File: config.mk
export PLATFORM = sky130hd
export DESIGN_NAME = resp_dur_top
export DESIGN_NICKNAME = d
export VERILOG_FILES = /design/src/source/phy_rate_pkg.sv /design/src/source/resp_pipe_pkg.sv /design/src/source/resp_rate_decode.sv /design/src/source/frame_time_execute.sv /design/src/source/dur_field_result.sv /design/src/source/resp_dur_top.sv
export SDC_FILE = /design/constraint.sdc
export NUM_CORES = 1
export LEC_CHECK = 0
export BUFFER_PORTS_ARGS = -buffer_cell sky130_fd_sc_hd__buf_2
export CORE_ASPECT_RATIO = 1.75
export CORE_MARGIN = 4
export CORE_UTILIZATION = 52
export DETAILED_ROUTE_END_ITERATION = 12
export GPL_TIMING_DRIVEN = 0
export PLACE_DENSITY = 0.7
export SLEW_MARGIN = 25
export SYNTH_ARGS = -nofsm -noshare
export SYNTH_HDL_FRONTEND = slang
export SYNTH_SLANG_ARGS = --single-unit
File: constraint.sdc
create_clock -name clk -period 5.1 [get_ports clk]
set_clock_uncertainty 0.2 [all_clocks]
set_input_delay 1.02 -clock clk [delete_from_list [all_inputs] [get_ports clk]]
set_output_delay 1.02 -clock clk [all_outputs]
set_load 0.03 [all_outputs]
File: src/source/phy_rate_pkg.sv
`default_nettype none

package phy_rate_pkg;

	localparam int DUR_W = 16;
	typedef logic [DUR_W-1:0] dur_t; // time in us

	typedef struct packed {
		logic       cck;
		logic       pad;
		logic [1:0] rate; // 1, 2, 5.5, 11
	} cck_code_t;

	typedef struct packed {
		logic       cck;
		logic [2:0] rate; // 6 .. 54 ascending
	} ofdm_code_t;

	// one rate code, read by family
	typedef union packed {
		cck_code_t  cck;
		ofdm_code_t ofdm;
	} rate_code_u;

	localparam int NUM_RATES = 12;
	localparam int NUM_CCK   = 4;

	typedef logic [3:0] rate_idx_t; // 0-3 cck, 4-11 ofdm
	typedef logic [NUM_RATES-1:0] basic_set_t;

	localparam rate_idx_t IDX_6M  = 4'd4;
	localparam rate_idx_t IDX_12M = 4'd6;
	localparam rate_idx_t IDX_24M = 4'd8;

	// cck rates in 0.5 Mb/s, element 0 is 1 Mb/s
	localparam logic [3:0][4:0] CCK_HALF_MBPS = {5'd22, 5'd11, 5'd4, 5'd2};
	// data bits per ofdm symbol, element 0 is 6 Mb/s
	localparam logic [7:0][7:0] OFDM_NDBPS =
		{8'd216, 8'd192, 8'd144, 8'd96, 8'd72, 8'd48, 8'd36, 8'd24};

	localparam dur_t CCK_LONG_PRE  = 16'd192;
	localparam dur_t CCK_SHORT_PRE = 16'd96;
	localparam dur_t OFDM_PREAMBLE = 16'd16;
	localparam dur_t OFDM_SIGNAL   = 16'd4;
	localparam dur_t OFDM_SYMBOL   = 16'd4;
	localparam dur_t DUR_CLAMP     = 16'd100;

	localparam int SERVICE_BITS = 16;
	localparam int TAIL_BITS    = 6;

endpackage

`default_nettype wire

File: src/source/resp_pipe_pkg.sv
`default_nettype none

package resp_pipe_pkg;

	import phy_rate_pkg::*;

	localparam int REQ_CREDITS = 2;
	localparam int RES_CREDITS = 2;

	localparam int REQ_PTR_W = $clog2(REQ_CREDITS);
	localparam int REQ_CNT_W = $clog2(REQ_CREDITS + 1);
	localparam int RES_CNT_W = $clog2(RES_CREDITS + 1);

	// serial divider sizing
	localparam int DIV_W  = 16;
	localparam int DEN_W  = 8;
	localparam int STEP_W = $clog2(DIV_W + 1);

	typedef struct packed {
		dur_t        mpdu_dur;
		dur_t        sifs;
		rate_code_u  rx_rate;
		basic_set_t  basic_set;
		logic [7:0]  resp_len;
		logic        long_pre;
	} resp_req_t;

	typedef struct packed {
		dur_t        mpdu_dur;
		dur_t        sifs;
		rate_code_u  resp_rate;
		logic [7:0]  resp_len;
		logic        long_pre;
	} rate_job_t;

	typedef struct packed {
		dur_t        mpdu_dur;
		dur_t        sifs;
		dur_t        air_time;
		rate_code_u  resp_rate; // carried on for the result
	} air_job_t;

	typedef struct packed {
		dur_t        dur_updated;
		rate_code_u  resp_rate;
	} resp_res_t;

endpackage

`default_nettype wire

File: src/source/resp_rate_decode.sv
`timescale 1ns/1ps
`default_nettype none

module resp_rate_decode import phy_rate_pkg::*, resp_pipe_pkg::*; (
	input  wire logic      clk,
	input  wire logic      rst,
	input  wire logic      req_valid,
	input  wire resp_req_t req,
	input  wire logic      job_ready,
	output logic           req_credit,
	output logic           job_valid,
	output rate_job_t      job
);

	resp_req_t buf_mem [REQ_CREDITS];
	logic [REQ_PTR_W-1:0] wr_ptr;
	logic [REQ_PTR_W-1:0] rd_ptr;
	logic [REQ_CNT_W-1:0] count;
	resp_req_t head;
	rate_idx_t rx_idx;
	rate_idx_t sel_idx;
	logic pop;

	function automatic logic [REQ_PTR_W-1:0] next_ptr(logic [REQ_PTR_W-1:0] p);
		return (p == REQ_PTR_W'(REQ_CREDITS - 1)) ? '0 : p + 1'b1;
	endfunction

	function automatic rate_idx_t code_to_idx(rate_code_u code);
		if (code.cck.cck)
			return rate_idx_t'(code.cck.rate);
		return rate_idx_t'(NUM_CCK + int'(code.ofdm.rate));
	endfunction

	// highest basic rate not above rx, same family
	function automatic rate_idx_t pick_rate(rate_idx_t rx, basic_set_t basic);
		rate_idx_t sel;
		logic found;
		logic rx_cck;
		sel = rx;
		found = 1'b0;
		rx_cck = int'(rx) < NUM_CCK;
		for (int i = 0; i < NUM_RATES; i++) begin
			if (basic[i] && i <= int'(rx) && ((i < NUM_CCK) == rx_cck)) begin
				sel = rate_idx_t'(i);
				found = 1'b1;
			end
		end
		if (!found && !rx_cck) begin
			if (rx < IDX_12M)
				sel = IDX_6M;
			else if (rx < IDX_24M)
				sel = IDX_12M;
			else
				sel = IDX_24M;
		end
		return sel; // cck without a match keeps rx
	endfunction

	function automatic rate_code_u idx_to_code(rate_idx_t idx);
		rate_code_u code;
		if (int'(idx) < NUM_CCK) begin
			code.cck.cck  = 1'b1;
			code.cck.pad  = 1'b0;
			code.cck.rate = idx[1:0];
		end else begin
			code.ofdm.cck  = 1'b0;
			code.ofdm.rate = 3'(int'(idx) - NUM_CCK);
		end
		return code;
	endfunction

	assign head       = buf_mem[rd_ptr];
	assign job_valid  = count != '0;
	assign pop        = job_valid && job_ready;
	assign req_credit = pop; // credit back on each pop
	assign rx_idx     = code_to_idx(head.rx_rate);
	assign sel_idx    = pick_rate(rx_idx, head.basic_set);

	always_comb begin
		job.mpdu_dur  = head.mpdu_dur;
		job.sifs      = head.sifs;
		job.resp_rate = idx_to_code(sel_idx);
		job.resp_len  = head.resp_len;
		job.long_pre  = head.long_pre;
	end

	always_ff @(posedge clk) begin
		if (req_valid)
			buf_mem[wr_ptr] <= req;
	end

	always_ff @(posedge clk) begin
		if (rst) begin
			wr_ptr <= '0;
			rd_ptr <= '0;
			count  <= '0;
		end else begin
			if (req_valid)
				wr_ptr <= next_ptr(wr_ptr);
			if (pop)
				rd_ptr <= next_ptr(rd_ptr);
			count <= count + REQ_CNT_W'(req_valid) - REQ_CNT_W'(pop);
		end
	end

endmodule

`default_nettype wire

File: src/source/frame_time_execute.sv
`timescale 1ns/1ps
`default_nettype none

module frame_time_execute import phy_rate_pkg::*, resp_pipe_pkg::*; (
	input  wire logic      clk,
	input  wire logic      rst,
	input  wire logic      job_valid,
	input  wire rate_job_t job,
	input  wire logic      air_ready,
	output logic           job_ready,
	output logic           air_valid,
	output air_job_t       air
);

	rate_job_t job_q;
	air_job_t air_q;
	logic active;
	logic take;
	logic [STEP_W-1:0] step;
	logic [DIV_W-1:0] quo; // numerator shifts out, quotient shifts in
	logic [DEN_W-1:0] rem;
	logic [DEN_W-1:0] den;
	logic [DEN_W:0] shifted;
	logic [DIV_W-1:0] num_in;
	logic [DEN_W-1:0] den_in;
	dur_t q_ceil;

	assign job_ready = !active;
	assign take      = job_valid && job_ready;
	assign air       = air_q;
	assign shifted   = {rem, quo[DIV_W-1]};
	assign q_ceil    = dur_t'(quo) + dur_t'(rem != '0); // round up to whole units

	always_comb begin
		if (job.resp_rate.cck.cck) begin
			num_in = DIV_W'({job.resp_len, 4'b0000});
			den_in = DEN_W'(CCK_HALF_MBPS[job.resp_rate.cck.rate]);
		end else begin
			num_in = DIV_W'(SERVICE_BITS + 8 * int'(job.resp_len) + TAIL_BITS);
			den_in = OFDM_NDBPS[job.resp_rate.ofdm.rate];
		end
	end

	always_ff @(posedge clk) begin
		if (rst) begin
			active    <= 1'b0;
			air_valid <= 1'b0;
			step      <= '0;
		end else if (take) begin
			active <= 1'b1;
			step   <= STEP_W'(DIV_W);
		end else if (step != '0) begin
			step <= step - 1'b1;
		end else if (active && !air_valid) begin
			air_valid <= 1'b1;
		end else if (air_valid && air_ready) begin
			air_valid <= 1'b0;
			active    <= 1'b0;
		end
	end

	// restoring divider, one quotient bit per cycle
	always_ff @(posedge clk) begin
		if (take) begin
			job_q <= job;
			quo   <= num_in;
			rem   <= '0;
			den   <= den_in;
		end else if (step != '0) begin
			if (shifted >= {1'b0, den}) begin
				rem <= DEN_W'(shifted - {1'b0, den});
				quo <= {quo[DIV_W-2:0], 1'b1};
			end else begin
				rem <= shifted[DEN_W-1:0];
				quo <= {quo[DIV_W-2:0], 1'b0};
			end
		end
	end

	always_ff @(posedge clk) begin
		if (active && step == '0 && !air_valid) begin
			air_q.mpdu_dur  <= job_q.mpdu_dur;
			air_q.sifs      <= job_q.sifs;
			air_q.resp_rate <= job_q.resp_rate;
			if (job_q.resp_rate.cck.cck)
				air_q.air_time <= q_ceil + (job_q.long_pre ? CCK_LONG_PRE : CCK_SHORT_PRE);
			else
				air_q.air_time <= OFDM_PREAMBLE + OFDM_SIGNAL + OFDM_SYMBOL * q_ceil;
		end
	end

endmodule

`default_nettype wire

File: src/source/dur_field_result.sv
`timescale 1ns/1ps
`default_nettype none

module dur_field_result import phy_rate_pkg::*, resp_pipe_pkg::*; (
	input  wire logic     clk,
	input  wire logic     rst,
	input  wire logic     air_valid,
	input  wire air_job_t air,
	input  wire logic     res_credit,
	output logic          air_ready,
	output logic          res_valid,
	output resp_res_t     res
);

	logic [RES_CNT_W-1:0] credits;
	logic send;
	logic signed [DUR_W+1:0] diff;
	resp_res_t res_q;

	assign air_ready = credits != '0; // stall until the consumer returns one
	assign send      = air_valid && air_ready;
	assign res       = res_q;

	// two guard bits keep the sign
	assign diff = $signed({2'b00, air.mpdu_dur}) - $signed({2'b00, air.air_time})
		- $signed({2'b00, air.sifs});

	always_ff @(posedge clk) begin
		if (rst) begin
			res_valid <= 1'b0;
			credits   <= RES_CNT_W'(RES_CREDITS);
		end else begin
			res_valid <= send;
			credits   <= credits - RES_CNT_W'(send) + RES_CNT_W'(res_credit);
		end
	end

	always_ff @(posedge clk) begin
		if (send) begin
			res_q.resp_rate <= air.resp_rate;
			if (diff < 0)
				res_q.dur_updated <= DUR_CLAMP;
			else
				res_q.dur_updated <= diff[DUR_W-1:0];
		end
	end

endmodule

`default_nettype wire

File: src/source/resp_dur_top.sv
`timescale 1ns/1ps
`default_nettype none

module resp_dur_top import resp_pipe_pkg::*; (
	input  wire logic      clk,
	input  wire logic      rst,
	input  wire logic      req_valid,
	input  wire resp_req_t req,
	input  wire logic      res_credit,
	output logic           req_credit,
	output logic           res_valid,
	output resp_res_t      res
);

	logic      job_valid;
	logic      job_ready;
	rate_job_t job;
	logic      air_valid;
	logic      air_ready;
	air_job_t  air;

	resp_rate_decode u_decode (
		.clk        (clk),
		.rst        (rst),
		.req_valid  (req_valid),
		.req        (req),
		.job_ready  (job_ready),
		.req_credit (req_credit),
		.job_valid  (job_valid),
		.job        (job)
	);

	frame_time_execute u_execute (
		.clk       (clk),
		.rst       (rst),
		.job_valid (job_valid),
		.job       (job),
		.air_ready (air_ready),
		.job_ready (job_ready),
		.air_valid (air_valid),
		.air       (air)
	);

	dur_field_result u_result (
		.clk        (clk),
		.rst        (rst),
		.air_valid  (air_valid),
		.air        (air),
		.res_credit (res_credit),
		.air_ready  (air_ready),
		.res_valid  (res_valid),
		.res        (res)
	);

endmodule

`default_nettype wire

==> impl_results.md <==
- Status: finished, final reports clean
- Post-Synthesis Cells: 1029
- Worst Hold Path EP: u_result.res[1]
- Maxcap violations: 0
- Worst slack, placed: 0.499 ns
- Area of the die: 27500 sq um
- Fillers: 2010
- Rows: 76
- Syn Nets: 1151
- Tightest Pin Transition: 0.721 ns
- Core area: 24500 sq um
- CP Class: flop to flop
- Net switching power: 3480 uW
- I/O Pins: 83
- Hold_sp: u_execute.air[1]
- Layout cells sized above 1: 17.3%
- DRC viols: 0
- Die H: 217 um
- Detail Route met3 WL: 794 um
- Bufs and invs on worst path: 3
- Final min period: 4.60 ns
- Max Slew Vio Count: 0
- Netlist cell types: 78
- Worst path arrival time: 4.68 ns
- H-tree level count: 1
- Setup ws final: 0.500 ns
- Routed via count: 8265
- Initial antenna violation count: 0
- Critical Path Start: u_execute.air[36]
- Netlist Area Pre-Place: 12900 sq um
- Critical Path Fanout Max: 10
- WL final: 26300 um
- CTS Root Cell: clkbuf_16
- Overall power: 9270 uW
- Met2 WL: 15100 um
- Post-CTS Setup Repair Bufs: 0
- Startpoint Class: flop
- Clock latency on the worst-skew pair: 0.53 ns
- Cell Chain, Critical Path: inv_1 > ha_1 > inv_1 > fa_1 > a21oi_1 > o211a_1 > o31ai_1 > a21oi_1 > xnor2_1 > ha_1 > a21o_1 > a21oi_1 > nand2_1 > o211ai_1 > a21oi_1 > o21ai_1 > buf_2 > nor2_1
- Final hold vios: 0
- Sequential-to-total area share from yosys stat: 61.0%
- Critical R2R Capture: u_result.res[11]
- Num CTS Buffers: 24
- Worst R2R Setup Slack: 0.50 ns
- Synthesized area per cell: 12.6 sq um
- Delay of the slowest critical-path stage: 0.41 ns
- Gpl congestion: 0.873
- Die Wd: 127 um
- Clock Power Share: 18.6%
- R2R Path Start: u_execute.air[36]
- Clock buffer depth: 3
- Gate power share: 44.6%
- Unrepaired setup endpoints after global routing: no
- Worst path required time: 5.18 ns
- # resized after CTS: 0
- Crit share post-route: 90.2%
- Most used cell, CP: a21oi_1
- Ant. Diodes: 0
- CP endpoint kind: flop
- EDFF count, synth: 247
- Worst hold path class: flop to flop
- Synth Register Bits: 270
- Fmax achieved: 0.217 GHz
- Sequential power share: 36.7%
- Slowest stage cell, crit path: fa_1
- Vias in the first global route: 8559
- GRT overflow: 0
- CTS tree: yes
- Ys flop type: edfxtp_1
- R2R depth: 18
- Routed WL per cell: 17.8 um
- Clock transition at path regs: 0.06 ns
- Clock sink count: 270
- Post-DP HPWL: 19700 um
- Gr usage total: 19.2%
- Pre-antenna DRT Iters: 6
- Pleak: 0.00549 uW
- Relative slew margins: 51.5%
- Vias/cell: 5.62
- Setup violators final: 0
- CP delay by family, top: compound AO/OA/AOI/OAI gates
- DP Area: 13900 sq um
- Worst hold stages: 0
- Iteration-0 DRC Markers: 397
- Design area: 14600 sq um
- Net Sw Frac: 37.5%
- Internal Power: 5790 uW
- Synth-to-Final Area Change: 13.3%
- Hold-fix buffers at CTS: 0
- NumNets Final: 1265
- Count of input and output buffers: 82
- Pin count of the biggest net entering global routing: 46
- Setup_tns: 0 ns
- Top routing layer in use: met4
- Peak VDD IR: 409 uV
- Yosys warnings: 0
- Post-route ant nets: 0
- PwrDens: 633 nW/um^2
- Initial Util: 52.7%
- First-pass GRT wire length: 41600 um
- M1 wire length: 9030 um
- Async SR Flop Fraction: 0%
-- sequential cells by signal, summed over array words and instances, names as in the netlist, named ones only --
register and cells:
u_execute.rem 8, u_execute.active 1, u_execute.air_valid 1, u_execute.air 52, u_execute.step 5, u_result.res_valid 1, u_decode.wr_ptr 1, u_execute.den 8
u_decode.rd_ptr 1, u_result.res 20, u_execute.job_q 37, u_result.credits 2, u_execute.quo 16, u_decode.count 2, u_decode.buf_mem 114
-- placed cells by master, fill, tap and decap left out, drive strengths merged, types with 5 or more instances in the layout --
master  count
a31oi      17
inv        79
mux2       36
a211oi      6
o21a        9
nand2      59
nand4       6
clkinv      8
o22ai       7
buf       108
nand3      16
nand2b     10
o211ai     12
ha         58
clkbuf     44
xnor2      47
xor2       19
a21boi      5
a21o       11
nor2b      11
mux2i      14
a21oi      55
o21ai      53
nor3       23
nor4        9
edfxtp    247
and2       11
nand3b      6
nor2       79
dfxtp      23
-- per-stage QoR --
| stage | utilization, % | cells | hold slack [ns] |
|---|---|---|---|
| after floorplan | - | 1029 | 0.200 |
| after global placement | 55.9 | 1423 | 0.202 |
| after detailed placement | 56.6 | 1429 | 0.205 |
| after CTS | 59.6 | 1471 | 0.218 |
| after global routing | 59.6 | 1471 | 0.221 |
| final | 59.6 | 1471 | 0.218 |
-- power by group through the flow --
stage	Combinational, uW	Sequential [uW]	Clock, uW
2_1_floorplan	3080	3450	0
3_3_place_gp	3970	3480	0
3_5_place_dp	4130	3450	0
4_1_cts	4160	3410	1770
5_1_grt	4630	3450	1870
6_report	4140	3410	1730
-- area by class of cell --
cell class                 instances  area [sq um]  share of cell area (%)
tap                              312           390                    2.67
timing repair buffer              88           546                    3.73
buffer                            34           178                    1.21
sequential                       270          7880                    53.8
multi-input combinational        645          4590                    31.4
clock inverter                    12           126                   0.864
inverter                          80           300                    2.05
clock buffer                      30           623                    4.26
-- worst max path at each step --
| stage | endpoint | slack, ns | cells after the start |
|---|---|---|---|
| 6_report | u_result.res[11] | 0.50 | 18 |
| 3_3_place_gp | u_decode.buf_mem[0][33] | -1.12 | 2 |
| 2_1_floorplan | u_execute.air[0] | 0.70 | 6 |
| 3_5_place_dp | u_result.res[11] | 0.50 | 18 |
| 4_1_cts | u_result.res[7] | 0.49 | 18 |
| 5_1_grt | u_result.res[8] | 0.17 | 18 |
-- synth_stat cells, drive strengths merged, types with 6 or more instances --
| cell type | instances | area share, % |
|---|---|---|
| a21o | 11 | 0.64 |
| mux2 | 36 | 3.1 |
| a21oi | 55 | 2.2 |
| nand2 | 59 | 1.7 |
| clkbuf | 14 | 0.43 |
| nor3 | 23 | 0.89 |
| o211ai | 12 | 0.70 |
| a211oi | 6 | 0.39 |
| mux2i | 14 | 1.2 |
| and2 | 11 | 0.53 |
| nand3b | 6 | 0.35 |
| o21a | 9 | 0.52 |
| nor4 | 9 | 0.44 |
| ha | 58 | 5.6 |
| xor2 | 19 | 1.3 |
| buf | 20 | 0.92 |
| nor2 | 79 | 2.3 |
| o21ai | 53 | 2.1 |
| nand2b | 10 | 0.50 |
| a31oi | 17 | 0.94 |
| o22ai | 7 | 0.34 |
| nand3 | 16 | 0.62 |
| edfxtp | 247 | 57 |
| inv | 79 | 2.3 |
| dfxtp | 23 | 3.6 |
| xnor2 | 47 | 3.2 |
| nor2b | 11 | 0.53 |
| nand4 | 6 | 0.34 |
-- worst register-to-register path, cell delays in order (launching register included) --
cell and delay (ns):
edfxtp_1 0.36, inv_1 0.07, ha_1 0.15, inv_1 0.06, fa_1 0.41, a21oi_1 0.29, o211a_1 0.22, o31ai_1 0.11
a21oi_1 0.19, xnor2_1 0.14, ha_1 0.29, a21o_1 0.17, a21oi_1 0.25, nand2_1 0.08, o211ai_1 0.35, a21oi_1 0.16
o21ai_1 0.41, buf_2 0.34, nor2_1 0.09
-- logic make-up after synthesis --
group	Yosys count	share of synthesized area, %
adders and majority gates	61	6.08
AOI/OAI and AO/OA	218	11.1
muxes	50	4.32
buffers and inverters	114	3.67
xor gates and xnor gates	66	4.47
and+or+nand+nor	250	9.42
DFF	270	61.0
-- metal layers --
layer	vias to the layer above	track usage (%)
li1	4024	-
met1	3988	18.6
met2	180	38.7
met3	73	2.02
met4	0	9.81
met5	-	0
Note: power is estimated with default switching activity, not from simulation.
